File: config.mk
export PLATFORM = sky130hd
export DESIGN_NAME = sampleMixer
export DESIGN_NICKNAME = d
export VERILOG_FILES = /design/src/verilog/soundPkg.sv /design/src/verilog/sampleMixer.sv /design/src/verilog/syncFifo.sv
export SDC_FILE = /design/constraint.sdc
export NUM_CORES = 1
export LEC_CHECK = 0
export ABC_AREA = 1
export BUFFER_PORTS_ARGS = -buffer_cell sky130_fd_sc_hd__buf_2
export CAP_MARGIN = 30
export CELL_PAD_IN_SITES_DETAIL_PLACEMENT = 1
export CELL_PAD_IN_SITES_GLOBAL_PLACEMENT = 1
export CORE_ASPECT_RATIO = 1.4
export CORE_MARGIN = 2
export CORE_UTILIZATION = 39
export CTS_CLUSTER_DIAMETER = 120
export CTS_CLUSTER_SIZE = 16
export DETAILED_ROUTE_END_ITERATION = 10
export PLACE_DENSITY_LB_ADDON = 0.1
export SLEW_MARGIN = 40
export SYNTH_ARGS = -nofsm -noshare
export SYNTH_HDL_FRONTEND = slang
export SYNTH_SLANG_ARGS = --single-unit
File: constraint.sdc
create_clock -name iSysClk -period 4.3 [get_ports iSysClk]
set_input_delay 0.645 -clock iSysClk [delete_from_list [all_inputs] [get_ports iSysClk]]
set_output_delay 0.645 -clock iSysClk [all_outputs]
set_load 0.01 [all_outputs]
File: src/verilog/soundPkg.sv
// Sizes assume the 16-byte simulation page and 4 channels; chIdxT must grow with chCount
package soundPkg;

    // ----------------------------------------
    // Channel and page geometry
    // ----------------------------------------
    localparam int chCount       = 4;               // Sound channels
    localparam int pageBytes     = 16;              // Bytes per page, simulation size
    localparam int pagesPerBlock = 64;              // Page counter wraps here
    localparam int packerDepth   = 2 * pageBytes;   // Byte FIFO holds two pages
    localparam int mixQueueDepth = 4;               // Mixed samples waiting for the generator

    // ----------------------------------------
    // Flash address layout
    // ----------------------------------------
    localparam int blockWidth     = 10;             // Bits 26..17
    localparam int pageWidth      = 6;              // Bits 16..11
    localparam int columnWidth    = 11;             // Bits 10..0
    localparam int flashAddrWidth = blockWidth + pageWidth + columnWidth;

    // ----------------------------------------
    // Data types
    // ----------------------------------------
    typedef logic [7:0]             byteT;          // One flash byte
    typedef logic signed [15:0]     sampleT;        // Signed PCM sample
    typedef logic [chCount-1:0]     chMaskT;        // One bit per channel
    typedef logic [1:0]             chIdxT;         // Channel number
    typedef logic [pageWidth-1:0]   pageIdxT;       // Page inside a block

    localparam sampleT sampleMax = 16'sh7fff;       // Clamp ceiling
    localparam sampleT sampleMin = -16'sh8000;      // Clamp floor

endpackage
File: src/verilog/sampleMixer.sv
// chEnable must stay constant outside reset; with no channel enabled nothing is mixed
`timescale 1ns/1ns

module sampleMixer (
    input  logic              iSysClk,
    input  logic              rstN,
    input  soundPkg::chMaskT  chEnable,
    input  soundPkg::sampleT  sampleIn [soundPkg::chCount],
    input  soundPkg::chMaskT  sampleValid,
    input  logic              sgbAck,
    output soundPkg::chMaskT  take,
    output logic              sgbReq,
    output soundPkg::sampleT  sgbSample
);

    import soundPkg::*;

    typedef enum logic [1:0]
    {
        sIdle,
        sReq,
        sWaitAckLow
    } sendStateT;

    logic signed [$bits(sampleT)+$clog2(chCount)-1:0] mixAcc;   // Headroom for the sum
    sampleT      mixClamped;
    sampleT      mixSum;                           // Registered result
    logic        fire;
    logic        pushPending;                      // Push and take next cycle
    sampleT      queueData;
    logic        queueFull;
    logic        queueEmpty;
    logic        queueRd;
    sendStateT   state;

    // ----------------------------------------
    // Mix and clamp
    // ----------------------------------------
    always_comb
    begin
        mixAcc = '0;
        for (int i = 0; i < chCount; i++)
        begin
            if (chEnable[i])
            begin
                mixAcc = mixAcc + sampleIn[i];     // Sign-extended add
            end
        end
        if (mixAcc > sampleMax)
            mixClamped = sampleMax;
        else if (mixAcc < sampleMin)
            mixClamped = sampleMin;
        else
            mixClamped = sampleT'(mixAcc);
    end

    // All enabled channels ready, queue has space
    assign fire = (|chEnable) && (&(sampleValid | ~chEnable)) && !queueFull && !pushPending;

    always_ff @(posedge iSysClk)
    begin
        if (fire)
        begin
            mixSum <= mixClamped;
        end
    end

    always_ff @(posedge iSysClk or negedge rstN)
    begin
        if (!rstN)
        begin
            pushPending <= 1'b0;
            take        <= '0;
        end
        else
        begin
            pushPending <= fire;
            take        <= fire ? chEnable : '0;  // Lines up with the push
        end
    end

    // ----------------------------------------
    // Output queue
    // ----------------------------------------
    syncFifo #(
        .payloadT (sampleT),
        .depth    (mixQueueDepth)
    ) i_mixQueue (
        .iSysClk  (iSysClk),
        .rstN     (rstN),
        .wrData   (mixSum),
        .wrEn     (pushPending),
        .rdEn     (queueRd),
        .rdData   (queueData),
        .full     (queueFull),
        .empty    (queueEmpty),
        .count    ()
    );

    // ----------------------------------------
    // Sound-generator sender
    // ----------------------------------------
    assign queueRd = (state == sIdle) && !queueEmpty;

    always_ff @(posedge iSysClk)
    begin
        if (queueRd)
        begin
            sgbSample <= queueData;                // Held until the next pop
        end
    end

    always_ff @(posedge iSysClk or negedge rstN)
    begin
        if (!rstN)
        begin
            state  <= sIdle;
            sgbReq <= 1'b0;
        end
        else
        begin
            case (state)
                sIdle:
                begin
                    if (!queueEmpty)
                    begin
                        sgbReq <= 1'b1;
                        state  <= sReq;
                    end
                end

                sReq:
                begin
                    if (sgbAck)
                    begin
                        sgbReq <= 1'b0;
                        state  <= sWaitAckLow;
                    end
                end

                sWaitAckLow:
                begin
                    if (!sgbAck)
                    begin
                        state <= sIdle;            // Generator released ack
                    end
                end

                default:
                begin
                    state <= sIdle;
                end
            endcase
        end
    end

endmodule

File: src/verilog/syncFifo.sv
// Single clock only; depth of 2 or more; writes when full and reads when empty are dropped
`timescale 1ns/1ns

module syncFifo #(
    parameter type payloadT = logic [7:0],
    parameter int  depth    = 4
) (
    input  logic                          iSysClk,
    input  logic                          rstN,
    input  payloadT                       wrData,
    input  logic                          wrEn,
    input  logic                          rdEn,
    output payloadT                       rdData,
    output logic                          full,
    output logic                          empty,
    output logic [$clog2(depth+1)-1:0]    count
);

    payloadT                     mem [depth];      // Circular storage
    logic [$clog2(depth)-1:0]    wrPtr;            // Next slot to write
    logic [$clog2(depth)-1:0]    rdPtr;            // Oldest entry
    logic                        doWr;
    logic                        doRd;

    assign full   = (int'(count) == depth);
    assign empty  = (count == '0);
    assign doWr   = wrEn && !full;                 // Overflow guard
    assign doRd   = rdEn && !empty;                // Underflow guard
    assign rdData = mem[rdPtr];                    // First word falls through

    // ----------------------------------------
    // Storage
    // ----------------------------------------
    always_ff @(posedge iSysClk)
    begin
        if (doWr)
        begin
            mem[wrPtr] <= wrData;
        end
    end

    // ----------------------------------------
    // Pointers and fill level
    // ----------------------------------------
    always_ff @(posedge iSysClk or negedge rstN)
    begin
        if (!rstN)
        begin
            wrPtr <= '0;
            rdPtr <= '0;
            count <= '0;
        end
        else
        begin
            if (doWr)
            begin
                wrPtr <= (int'(wrPtr) == depth - 1) ? '0 : wrPtr + 1'b1;   // Wrap at end
            end
            if (doRd)
            begin
                rdPtr <= (int'(rdPtr) == depth - 1) ? '0 : rdPtr + 1'b1;
            end
            case ({doWr, doRd})
                2'b10:   count <= count + 1'b1;
                2'b01:   count <= count - 1'b1;
                default: count <= count;                                  // Both or neither
            endcase
        end
    end

endmodule

==> results.toml <==
[outcome]
status = "finished with violations"
violations = "negative setup slack"

[final_layout]
area_growth_pct = 49.0
final_nets = 1375
stdcell_area_um2 = 11400
fin_cells = 1498
drive_above_1_share_pct = 41.1

[synth]
synth_largest_area_cell = "edfxtp_1"
async_reset_ff_share_pct = 13.5
syn_area_um2 = 7630
synth_area_leaders = "edfxtp_1, nand2_1, ha_1, o21ai_0, dfrtp_1"
synth-edff-count = 96
ys_warn_count = 0
ys_seq_area_share_pct = 42.7
syn_avg_cell_area_um2 = 8.07
synthCells = 945
synth_cell_type_count = 44
synthesis.nets = 1077
synth_seq_cells = 111
ys.flop_type = "edfxtp_1"
synth_top_cell_area_share_pct = 37.8

[worst_setup_path]
regToRegSetupSlack_ns = 1.84
crit_fanout = 8
cp.buffers_inverters = 4
cp.arrival_ns = 5.14
path_delay_family = "simple AND/OR/NAND/NOR gates"
path_class = "input port to flip-flop"
worst_r2r_endpoint = "i_mixQueue.count[2]$_DFFE_PN0P_"
crit_slowest_cell = "a221oi_2"
end_kind = "flip-flop"
critPathRequiredTime_ns = 4.41
reg2reg_depth = 9
crit_path_start_kind = "input port"
crit_top_cell = "nand2_1"
slowest_delay_ns = 0.31
r2r-start = "i_mixQueue.count[0]$_DFFE_PN0P_"

[placement]
pre_cts_ws_ns = -1.30
numPlacedInstances = 1460
gp_congestion = 0.946
port_buffers = 95
placed_area_um2 = 9890
dp_hpwl_um = 20000

[floorplanning]
dieArea_um2 = 20700
core_region_area_um2 = 19200
die_y_um = 169
start_util_pct = 39.7
ioPinCount = 96
rows = 60
die_x_um = 122

[timing]
setup_viol = 16
finalCritPeriodShare_pct = 117
holdWs_ns = 0.184
tightest_slew_ns = 0.628
slew_headroom_pct = 58.1
timing.fmax_ghz = 0.199
hold_viol_final = 0
fin_ws_ns = -0.734
tns_ns = -11.17
rsz0062_at_grt = "true"
layout_min_cycle_time_ns = 5.03
drv_slew = 0
finClkSkew_ns = 0.00833

[grt]
grt_pass1_wl_um = 40400
grt.busiest_layer = "met2"
antenna_found_initial = 3
use_met2_pct = 51.2
grt_pass1_vias = 8355
overflow = 0
met3_usage_pct = 2.25
grt_max_degree = 36
use_met1_pct = 24.3
grt_usage_pct = 25.3

[routing]
drt-total-wl_um = 27400
ant_nets = 0
vias = 7828
drcViolationCount = 0
dr.first_iter.drc_count = 263
routed_via_density = 5.23
dr.pass1.iters = 5
avgRoutedWirePerCell_um = 18.3

[run]
drv_cap = 0

[cts]
cts_tree = "built"
cts_hold_buffers = 0
numCtsBuffers = 9
worstSkewPairLatency_ns = 0.35
clkTransAtPathRegs_ns = 0.07
htree_levels = 3
clockBufferDepth = 2
cts-root-buf = "clkbuf_16"
cts_sinks = 111

[pwr]
power_leakage_nw = 5.26
power_density_nw_per_um2 = 450
ir_drop_mv = 0.261

[worst_hold_path]
hold_path.class = "input port to async pin"
==> cell usage in the layout (no fill, tap or decap), types with 12 or more instances in the layout <==
| cell | n |
|---|---|
| nand3_2 | 12 |
| ha_4 | 28 |
| edfxtp_1 | 96 |
| a21oi_1 | 36 |
| nand2_1 | 208 |
| nor2_1 | 72 |
| o21ai_0 | 62 |
| nand2_4 | 15 |
| nand2_2 | 36 |
| a21oi_2 | 21 |
| o22ai_1 | 18 |
| nand3_1 | 44 |
| buf_4 | 208 |
| dfrtp_1 | 15 |
| inv_1 | 84 |
| xor2_1 | 12 |
| ha_1 | 24 |
| buf_2 | 93 |
==> per-stage QoR <==
step	utilization, %	power [W]
floorplan	-	0.00285
global placement	51.4	0.00369
detailed placement	51.5	0.00379
CTS	56.0	0.00494
global route	59.1	0.00543
finish	59.1	0.00511
==> worst max path at each step <==
stage / cells past startpoint / startpoint / slack, ns / endpoint
floorplan: 35 / chEnable[0] / -0.76 / mixSum[5]$_SDFFCE_PN1P_
global placement: 35 / chEnable[0] / -1.20 / mixSum[9]$_SDFFCE_PN1P_
detailed placement: 37 / chEnable[0] / -1.30 / mixSum[10]$_SDFFCE_PN1P_
CTS: 35 / chEnable[0] / -0.63 / mixSum[12]$_SDFFCE_PN1P_
global route: 34 / sampleIn[49] / -0.98 / mixSum[4]$_SDFFCE_PN1P_
finish: 36 / sampleIn[49] / -0.73 / mixSum[14]$_SDFFCE_PN1P_
==> cells in the mapped netlist, types with 3 or more instances <==
cell	count
a31oi_1	3
buf_6	3
nor4_1	4
edfxtp_1	96
nand2_1	246
dfrtp_1	15
nand3_1	54
xnor2_1	11
buf_1	6
ha_1	53
o22ai_1	18
o21ai_0	77
nor3_1	8
nand4_1	9
nand3_2	5
o21bai_1	7
nor2_1	90
xor2_1	13
clkbuf_1	14
inv_1	93
and2_1	5
fa_1	4
nand2_2	12
a21o_1	8
a21oi_1	61
or2_2	3
nand3b_1	3
==> power breakdown <==
group / internal (W) / switching, W / leakage [nW]
clock: 0.000571 / 0.000375 / 0.166
sequential: 0.00152 / 0.000124 / 1.07
combinational: 0.00107 / 0.00145 / 4.03
==> kinds of logic (layout without fill, tap and decap cells) <==
group	Yosys count	in the layout	synth area share, %
xor+xnor	24	24	2.76
simple gates	448	450	25.2
flops	111	111	42.7
buf+inv	119	420	6.17
other cells	0	2	0
fa+ha+maj	57	57	9.75
compound gates	186	186	13.4
==> timing repair <==
item                                    CTS  global route
setup buffers                            10             9
pin swaps                                45            71
endpoints found under the setup margin   16            16
gates resized for setup                  86           112
gates cloned                              2             0
==> state kept, by name, indices dropped and copies added (netlist names) <==
signal and cells:
i_mixQueue.count 3, i_mixQueue.mem 64, i_mixQueue.rdPtr 2, i_mixQueue.wrPtr 2, mixSum 16, pushPending 1
sgbReq 1, sgbSample 16, state 2, take 4
==> layer usage <==
layer | part of all wire, % | vias up
met3 | 2.1 | 76
met1 | 36 | 3800
met5 | 0.048 | -
met4 | 5.2 | 2
li1 | - | 3799
met2 | 57 | 151
==> area by class of cell <==
cell class                 count  area, µm²
sequential                   111       3260
inverter                      95        364
fill                        2325       7850
clock inverter                 7        120
multi-input combinational    717       4940
clock buffer                   9        225
antenna                        2       5.00
tap                          248        310
timing repair buffer         309       2140
(Power assumes the default switching activity.)
