`config.mk`:
```
export PLATFORM = sky130hd
export DESIGN_NAME = channelPacker
export DESIGN_NICKNAME = d
export VERILOG_FILES = /design/src/verilog/soundPkg.sv /design/src/verilog/channelPacker.sv /design/src/verilog/syncFifo.sv
export SDC_FILE = /design/constraint.sdc
export NUM_CORES = 1
export LEC_CHECK = 0
export ABC_CLOCK_PERIOD_IN_PS = 3600
export BUFFER_PORTS_ARGS = -buffer_cell sky130_fd_sc_hd__buf_4
export CAP_MARGIN = 25
export CORE_ASPECT_RATIO = 1.1
export CORE_UTILIZATION = 60
export CTS_BUF_LIST = sky130_fd_sc_hd__clkbuf_16
export CTS_CLUSTER_DIAMETER = 60
export DETAILED_ROUTE_END_ITERATION = 16
export PLACE_DENSITY = 0.84
export SETUP_SLACK_MARGIN = 0.3
export SKIP_LAST_GASP = 1
export SYNTH_ARGS = -nofsm -noshare
export SYNTH_HDL_FRONTEND = slang
export SYNTH_SLANG_ARGS = --single-unit
```
`constraint.sdc`:
```
create_clock -name iSysClk -period 3.6 [get_ports iSysClk]
set_input_delay 0.36 -clock iSysClk [delete_from_list [all_inputs] [get_ports iSysClk]]
set_output_delay 0.36 -clock iSysClk [all_outputs]
set_load 0.02 [all_outputs]
```
`src/verilog/soundPkg.sv`:
```
// Sizes assume the 16-byte simulation page and 4 channels; chIdxT must grow with chCount
package soundPkg;

    // ----------------------------------------
    // Channel and page geometry
    // ----------------------------------------
    localparam int chCount       = 4;               // Sound channels
    localparam int pageBytes     = 16;              // Bytes per page, simulation size
    localparam int pagesPerBlock = 64;              // Page counter wraps here
    localparam int packerDepth   = 2 * pageBytes;   // Byte FIFO holds two pages
    localparam int mixQueueDepth = 4;               // Mixed samples waiting for the generator

    // ----------------------------------------
    // Flash address layout
    // ----------------------------------------
    localparam int blockWidth     = 10;             // Bits 26..17
    localparam int pageWidth      = 6;              // Bits 16..11
    localparam int columnWidth    = 11;             // Bits 10..0
    localparam int flashAddrWidth = blockWidth + pageWidth + columnWidth;

    // ----------------------------------------
    // Data types
    // ----------------------------------------
    typedef logic [7:0]             byteT;          // One flash byte
    typedef logic signed [15:0]     sampleT;        // Signed PCM sample
    typedef logic [chCount-1:0]     chMaskT;        // One bit per channel
    typedef logic [1:0]             chIdxT;         // Channel number
    typedef logic [pageWidth-1:0]   pageIdxT;       // Page inside a block

    localparam sampleT sampleMax = 16'sh7fff;       // Clamp ceiling
    localparam sampleT sampleMin = -16'sh8000;      // Clamp floor

endpackage
```
`src/verilog/channelPacker.sv`:
```
// Bytes arrive low then high; take must only pulse while sampleValid is high
`timescale 1ns/1ns

module channelPacker (
    input  logic              iSysClk,
    input  logic              rstN,
    input  soundPkg::byteT    byteData,
    input  logic              byteWrite,
    input  logic              take,
    output soundPkg::sampleT  sampleOut,
    output logic              sampleValid,
    output logic              pageRoom
);

    import soundPkg::*;

    byteT                               fifoData;  // Oldest byte in the FIFO
    logic                               fifoFull;
    logic                               fifoEmpty;
    logic [$clog2(packerDepth+1)-1:0]   fifoCount;
    logic                               fifoRd;
    byteT                               lowByte;   // Low half of the pending pair
    logic                               lowHeld;

    // ----------------------------------------
    // Byte buffer
    // ----------------------------------------
    syncFifo #(
        .payloadT (byteT),
        .depth    (packerDepth)
    ) i_byteFifo (
        .iSysClk  (iSysClk),
        .rstN     (rstN),
        .wrData   (byteData),
        .wrEn     (byteWrite && !fifoFull),        // Fetcher honours pageRoom
        .rdEn     (fifoRd),
        .rdData   (fifoData),
        .full     (fifoFull),
        .empty    (fifoEmpty),
        .count    (fifoCount)
    );

    // Room for a whole page in the FIFO
    assign pageRoom = (packerDepth - int'(fifoCount)) >= pageBytes;

    // ----------------------------------------
    // Pair assembly
    // ----------------------------------------
    assign sampleValid = lowHeld && !fifoEmpty;    // Two bytes buffered
    assign sampleOut   = {fifoData, lowByte};      // Low byte first in flash

    // Pop a low byte into the holder, or the high byte on take
    assign fifoRd = (!lowHeld && !fifoEmpty) || (take && sampleValid);

    always_ff @(posedge iSysClk)
    begin
        if (!lowHeld && !fifoEmpty)
        begin
            lowByte <= fifoData;
        end
    end

    always_ff @(posedge iSysClk or negedge rstN)
    begin
        if (!rstN)
        begin
            lowHeld <= 1'b0;
        end
        else if (take && sampleValid)
        begin
            lowHeld <= 1'b0;                       // Both bytes consumed
        end
        else if (!fifoEmpty)
        begin
            lowHeld <= 1'b1;
        end
    end

endmodule

```
`src/verilog/syncFifo.sv`:
```
// Single clock only; depth of 2 or more; writes when full and reads when empty are dropped
`timescale 1ns/1ns

module syncFifo #(
    parameter type payloadT = logic [7:0],
    parameter int  depth    = 4
) (
    input  logic                          iSysClk,
    input  logic                          rstN,
    input  payloadT                       wrData,
    input  logic                          wrEn,
    input  logic                          rdEn,
    output payloadT                       rdData,
    output logic                          full,
    output logic                          empty,
    output logic [$clog2(depth+1)-1:0]    count
);

    payloadT                     mem [depth];      // Circular storage
    logic [$clog2(depth)-1:0]    wrPtr;            // Next slot to write
    logic [$clog2(depth)-1:0]    rdPtr;            // Oldest entry
    logic                        doWr;
    logic                        doRd;

    assign full   = (int'(count) == depth);
    assign empty  = (count == '0);
    assign doWr   = wrEn && !full;                 // Overflow guard
    assign doRd   = rdEn && !empty;                // Underflow guard
    assign rdData = mem[rdPtr];                    // First word falls through

    // ----------------------------------------
    // Storage
    // ----------------------------------------
    always_ff @(posedge iSysClk)
    begin
        if (doWr)
        begin
            mem[wrPtr] <= wrData;
        end
    end

    // ----------------------------------------
    // Pointers and fill level
    // ----------------------------------------
    always_ff @(posedge iSysClk or negedge rstN)
    begin
        if (!rstN)
        begin
            wrPtr <= '0;
            rdPtr <= '0;
            count <= '0;
        end
        else
        begin
            if (doWr)
            begin
                wrPtr <= (int'(wrPtr) == depth - 1) ? '0 : wrPtr + 1'b1;   // Wrap at end
            end
            if (doRd)
            begin
                rdPtr <= (int'(rdPtr) == depth - 1) ? '0 : rdPtr + 1'b1;
            end
            case ({doWr, doRd})
                2'b10:   count <= count + 1'b1;
                2'b01:   count <= count - 1'b1;
                default: count <= count;                                  // Both or neither
            endcase
        end
    end

endmodule

```
==> impl_metrics.csv, run 1 <==
group,metric,value,unit
outcome,status,"finished, final reports clean",
power,power.total,10400,uW
synth,netlist.area_leader.share,70.0,%
timing,setup_tns,0,ns
finish,diodes,0,
timing,rsz0062_at_grt,"no",
grt,grtUsageTotal,25.3,%
finish,final_nets,692,
timing,setup_viol,0,
floorplan,fp-row-count,52,
setup_path,start_kind,"flop",
synth,synth_cell_types,50,
cts,cts_buffer_depth,3,
cts,cts_num_sinks,281,
setup_path,crit_type,"flop to output pin",
grt,grt-ovfl-total,0,
grt,grt_pass1_wl,36200,um
timing,maxSlewViolCount,0,
timing,final.period_utilization,88.1,%
place,io_buffers,29,
synth,syn_area,11300,um2
drt,via_per_inst,6.47,
worst_hold_path,min_path_cells,4,
drt,drtAntennaViolNets,0,
synth,synth_fa_ha_area_share,1.50,%
synth,synth_edf_count,264,
drt,drtIter0Drc,665,
synth,yosys.area.top_type,"edfxtp_1",
place,hpwlAfterDp,13600,um
cts,ctsHtreeMaxLevel,1,
floorplan,core_area,18500,um2
timing,fin_skew,0.00994,ns
synth,yosys_most_used_dff,"edfxtp_1",
setup_path,crit_required,3.24,ns
setup_path,r2r_cells,9,
cts,cts-root-buf,"clkbuf_16",
synth,async_reset_ff_share,6.05,%
drt,drc,0,
finish,final_area,12800,um2
drt,routed_wl,23600,um
synth,yosys.area_share.simple,5.29,%
timing,holdWs,0.169,ns
synth,synth_top_family_by_area,"multiplexers",
grt,grt_max_degree,69,
cts,cts_tree,"built",
finish,post-route-util,69.1,%
drt,wire_per_inst,25.4,um
timing,max_slew_margin,39.5,%
setup_path,end_kind,"output pin",
power,p_leak,0.00435,uW
floorplan,die-area,19400,um2
synth,synth_compound_area_share,5.02,%
floorplan,initial_core_util,61.3,%
drt,vias,6023,
grt,antenna_found_initial,0,
finish,area_delta_synth_final,12.7,%
synth,synth-xor-area-share,0.232,%
synth,synthCells,628,
synth,yosys-top-cells-area,"edfxtp_1 70%, mux4_2 6.4%, mux2i_1 5.7%",
setup_path,worstPathMaxFanout,10,
power,powerDensity,813,nW/um2
floorplan,ios,30,
timing,worst_pin_slew,0.904,ns
floorplan,die_h,146,um
power,ir_drop,722,uV
floorplan,fp.dieW,133,um
synth,syn-num-nets,653,
place,postPlaceCellArea,11700,um2
setup_path,crit_arrival,2.81,ns
cts,cts_buffers,28,
synth,muxShareOfSynthArea,12.2,%
synth,synth_seq_cells,281,
place,gp_congestion,0.849,
timing,min_period,3.17,ns
synth,synth.avg_cell_area,18.0,um2
cts,insertion_delay,0.54,ns
drt,drt_first_pass_iters,5,
synth,yosys_warnings,0,
synth,ys_seq_area_share,73.7,%
cts,clk_pin_slew,0.06,ns
finish,drive_gt1_share,19.2,%
timing,hold_viol,0,
grt,grt_pass1_vias,6187,
worst_hold_path,hold_class,"primary input to flop",
timing,max_freq,315,MHz
run,maxCapViolations,0,
[kinds of logic after synthesis]
logic type | after synthesis
xor+xnor | 3
buf+inv | 42
compound gates | 72
simple gates | 119
fa+ha+maj | 13
flops | 281
mux | 98
[power breakdown]
part	switching, uW	internal (uW)	leakage (uW)
Clock	1190	1740	0.000471
Sequential	244	3920	0.00258
Combinational	1910	1370	0.00130
[final timing paths]
| kind | start | to | slack [ns] |
|---|---|---|---|
| worst max-delay path | i_byteFifo.rdPtr[0]$_DFFE_PN0P_ | sampleOut[11] | 0.43 |
| worst min-delay path | take | lowHeld$_DFFE_PN0P_ | 0.17 |
| worst max register to register | i_byteFifo.count[0]$_DFFE_PN0P_ | i_byteFifo.count[5]$_DFFE_PN0P_ | 0.45 |
| worst min register to register | i_byteFifo.count[0]$_DFFE_PN0P_ | i_byteFifo.count[0]$_DFFE_PN0P_ | 0.57 |
| max in group asynchronous | rstN | i_byteFifo.rdPtr[0]$_DFFE_PN0P_ | 3.16 |
| min in group asynchronous | rstN | i_byteFifo.count[5]$_DFFE_PN0P_ | 0.23 |
[metrics by stage]
step / setup slack (ns) / instances
6_report: 0.429 / 931
5_1_grt: 0.337 / 931
4_1_cts: 0.305 / 931
3_5_place_dp: 0.251 / 875
3_3_place_gp: 0.426 / 875
2_1_floorplan: 0.551 / 628
[sequential cells by signal, summed over array words and instances, names as in the netlist]
register / count
lowByte: 8
i_byteFifo.mem: 256
i_byteFifo.rdPtr: 5
lowHeld: 1
i_byteFifo.wrPtr: 5
i_byteFifo.count: 6
[cell usage after synthesis (3+ instances only)]
master    number
nand3_1       27
nor4_1         3
nand3b_1       3
nor2b_1        6
buf_2          4
or3b_2         3
clkbuf_1      13
buf_4          8
a22oi_1       32
a221oi_1       8
ha_1          12
mux4_2        32
and3_1         3
buf_6          4
buf_1          3
dfrtp_1       17
inv_1          9
nor2_1        42
edfxtp_1     264
a22o_1         8
o21ai_0       10
mux2i_1       64
nand2_1       17
[repair_timing]
action / 4_1_cts / 5_1_grt
gates resized for setup: 2 / 6
setup endpoints to repair: 9 / 2
pin swaps: 1 / 1
hold buffers: 1 / 0
buffers inserted: 4 / 0
hold endpoints to repair: 17 / 0
[metal layers]
metal  part of all wire [%]  GRT usage [%]
met5                      0              0
met4                    3.6           8.97
met2                     51           43.8
met3                    8.1           4.38
met1                     37           32.4
[area by class of cell]
class                      instances  area [um2]
sequential                       281        8360
fill                            1123        5710
multi-input combinational        305        2770
clock buffer                      29         726
timing repair buffer              41         352
tap                              243         304
clock inverter                    22         216
inverter                          10        42.5
[critical path, cell delays in order, from the launching register on]
cell and delay, ns:
dfrtp_4 0.46, buf_12 0.16, mux4_2 0.51, a22o_1 0.27, a221oi_1 0.45, nand3_1 0.21, buf_4 0.20
[cell usage in the layout (no fill, tap or decap), types with 3 or more instances in the layout]
| cell type | count |
|---|---|
| a221oi_1 | 8 |
| a22o_1 | 8 |
| a22oi_1 | 32 |
| and3_1 | 3 |
| buf_12 | 3 |
| buf_4 | 36 |
| bufinv_16 | 4 |
| clkbuf_16 | 29 |
| clkinv_1 | 5 |
| clkinv_2 | 4 |
| clkinvlp_4 | 3 |
| dfrtp_1 | 15 |
| edfxtp_1 | 264 |
| ha_1 | 11 |
| inv_1 | 13 |
| mux2i_1 | 64 |
| mux4_2 | 32 |
| nand2_1 | 17 |
| nand3_1 | 27 |
| nand3b_1 | 3 |
| nor2_1 | 42 |
| nor2b_1 | 6 |
| nor4_1 | 3 |
| o21ai_0 | 9 |
| or3b_2 | 3 |
(Power assumes the default switching activity.)
==> run 2: changes to the inputs <==
Settings changed: ABC_AREA set to 1, CAP_MARGIN 25 to unset.
==> run 2 against run 1 <==
  * Worst setup slack better by 0.0035 ns
  * Sequential cell count stayed put
  * Wire length is 9.8% higher
  * Sequential power hardly changed
  * Critical path type unchanged
  * Combinational power is 23% higher
  * Largest cell class unchanged
==> impl_metrics.csv, run 2 <==
group,metric,value,unit
outcome,status,"finished, final reports clean",
grt,grt_max_degree,85,
drt,drtIter0Drc,1060,
synth,yosys.cell_count.top_type,"nand2_1",
drt,drt_first_pass_iters,5,
cts,ctsHtreeMaxLevel,1,
setup_path,crit_slowest_cell,"dfrtp_4",
finish,diodes,0,
synth,async_reset_ff_share,6.05,%
finish,final_area,13100,um2
synth,synth_seq_cells,281,
synth,syn-num-nets,1075,
drt,via_per_inst,5.98,
timing,max_slew_margin,16.5,%
power,powerDensity,860,nW/um2
finish,final_cell_mix,"396 x nand2_1, 264 x edfxtp_1, 209 x nand3_1",
synth,synthCells,1050,
floorplan,core_area,19200,um2
cts,cts_buffers,26,
setup_path,crit_chain,"clkinv_2, buf_4, nand2_1, nand3_1, nand3_1, nand2_1, nand2_1, nand2_1, nand2_1, nand2_1, buf_4",
timing,fin_skew,0.0118,ns
synth,syn_area,11700,um2
floorplan,die_h,149,um
worst_hold_path,hold_class,"primary input to flop",
timing,max_freq,316,MHz
cts,cts-root-buf,"clkbuf_16",
synth,netlist.area_leader.share,67.6,%
finish,final_cells,1330,
grt,antenna_found_initial,0,
synth,synth.avg_cell_area,11.2,um2
setup_path,worstPathMaxFanout,46,
floorplan,initial_core_util,61.2,%
finish,largest_reg_flops,256,
setup_path,crit_type,"flop to output pin",
synth,synth_common_cells,"396 x nand2_1, 264 x edfxtp_1, 209 x nand3_1, 38 x nor2_1, 37 x buf_2",
drt,wire_per_inst,19.5,um
drt,met1_length,9910,um
place,dp_cells,1280,
finish,drive_gt1_share,8.03,%
timing,rsz0062_at_grt,"no",
place,io_buffers,29,
finish,layout_commonest_cell,"nand2_1",
cts,cts_buffer_depth,3,
floorplan,fp-row-count,53,
place,postPlaceCellArea,12100,um2
setup_path,crit_required,3.24,ns
timing,final.period_utilization,88.0,%
finish,seq_area,8360,um2
finish,area_delta_synth_final,11.8,%
grt,grt_pass1_vias,7707,
timing,setup_viol,0,
cts,cts_num_sinks,281,
synth,synth_edf_count,264,
setup_path,end_kind,"output pin",
grt,grtUsageTotal,26.5,%
finish,reg.largest.list,"i_byteFifo.mem (256), lowByte (8), i_byteFifo.count (6)",
drt,routed_wl,25900,um
power,p_leak,0.00499,uW
power,ir_drop,657,uV
synth,yosys_warnings,0,
cts,cts_tree,"built",
setup_path,path_common_cell,"nand2_1",
run,maxCapViolations,0,
grt,grt-ovfl-total,0,
grt,grt_pass1_wl,39900,um
place,gp_congestion,0.844,
synth,yosys_most_used_dff,"edfxtp_1",
floorplan,die-area,20100,um2
timing,min_period,3.17,ns
finish,post-route-util,68.4,%
synth,synth_cell_types,22,
setup_path,path_buf_inv,3,
setup_path,start_kind,"flop",
timing,setup_tns,0,ns
synth,yosys-top-cells-area,"edfxtp_1 68%, nand2_1 13%, nand3_1 8.9%",
finish,multi_input_area,3010,um2
synth,yosys.area.top_type,"edfxtp_1",
timing,hold_viol,0,
finish,largest-register,"i_byteFifo.mem",
finish,fillCellCount,1247,
setup_path,critical_path.top_delay_family,"simple AND/OR/NAND/NOR gates",
timing,worst_pin_slew,1.25,ns
cts,cts.repair.resized,0,
floorplan,fp.dieW,135,um
setup_path,crit_arrival,2.81,ns
drt,wl_met2,12600,um
drt,wl_met3,2510,um
cts,clk_pin_slew,0.06,ns
finish,final_nets,1088,
timing,maxSlewViolCount,0,
drt,topRoutingLayerUsed,"met4",
drt,vias,7959,
synth,ys_seq_area_share,71.2,%
floorplan,ios,30,
cts,insertion_delay,0.53,ns
drt,drc,0,
drt,drtAntennaViolNets,0,
setup_path,critPathMaxStageDelay,0.65,ns
place,hpwlAfterDp,15000,um
run 2: cell types whose count changed after synthesis, sizes merged, moves of 17 or more:
cell   previous run  this run
nand3            27       209
a22oi            32         0
mux4             32         0
mux2i            64         0
nand2            17       396
buf              19        46
inv               9        26
run 2: per-stage QoR:
step	total power, uW	worst slack (ns)	hold WS (ns)
after floorplan	6840	1.32	0.0644
after global placement	7970	0.925	0.241
after detailed placement	8090	0.854	0.241
after CTS	11200	0.390	0.100
after global routing	11800	0.314	0.118
final	11300	0.432	0.0972
run 2: per-layer routing:
layer | track usage (%) | vias to the layer above
li1 | - | 3639
met1 | 36.1 | 3729
met2 | 43.5 | 506
met3 | 3.17 | 85
met4 | 11.0 | 0
met5 | 0 | -
run 2: worst paths after layout:
| path | startpoint | end | slack [ns] | depth (start not counted) |
|---|---|---|---|---|
| min in group asynchronous | rstN | i_byteFifo.count[2]$_DFFE_PN0P_ | 0.23 | 2 |
| setup reg to reg | i_byteFifo.count[0]$_DFFE_PN0P_ | i_byteFifo.mem[5][0]$_DFFE_PP_ | 0.74 | 6 |
| hold / removal | take | lowHeld$_DFFE_PN0P_ | 0.1 | 4 |
| setup / recovery | i_byteFifo.rdPtr[0]$_DFFE_PN0P_ | sampleOut[9] | 0.43 | 11 |
| max in group asynchronous | rstN | i_byteFifo.rdPtr[0]$_DFFE_PN0P_ | 3.15 | 2 |
| hold reg to reg | lowHeld$_DFFE_PN0P_ | lowHeld$_DFFE_PN0P_ | 0.51 | 2 |
run 2: cells by family (layout without fill, tap and decap cells):
kind of cell	Yosys count	count (layout)	synth area share (%)
AO/OA/AOI/OAI	21	21	0.928
XOR/XNOR	4	4	0.299
adder cells (fa/ha/maj)	13	13	1.45
buffers and inverters	84	117	3.15
flip-flops	281	281	71.2
AND/OR/NAND/NOR	647	647	23.0
run 2: area by class of cell:
cell class,count,area share [%]
inverters,29,0.839
clock inverters,21,2.38
well taps,247,2.36
multi-input cells,685,23.0
flip-flops and latches,281,63.7
repair buffers,40,2.59
clock buffers,27,5.15
run 2: report_power, final:
part	switching, uW	total, uW	internal (uW)
registers	227	4150	3930
logic	2820	4020	1210
clock network	1170	3110	1940
total	4210	11300	7070
run 2: what timing repair did:
item / CTS / global route
endpoints found under the setup margin: 0 / 7
hold endpoints to repair: 17 / 0
buffers inserted: 0 / 1
hold buffers: 1 / 0
run 2: worst reg2reg max path, delay by kind of cell, from the launching register on:
family        cells  cell delay [ns]
buf+inv           1             0.10
flops             1             0.38
simple gates      5             2.01
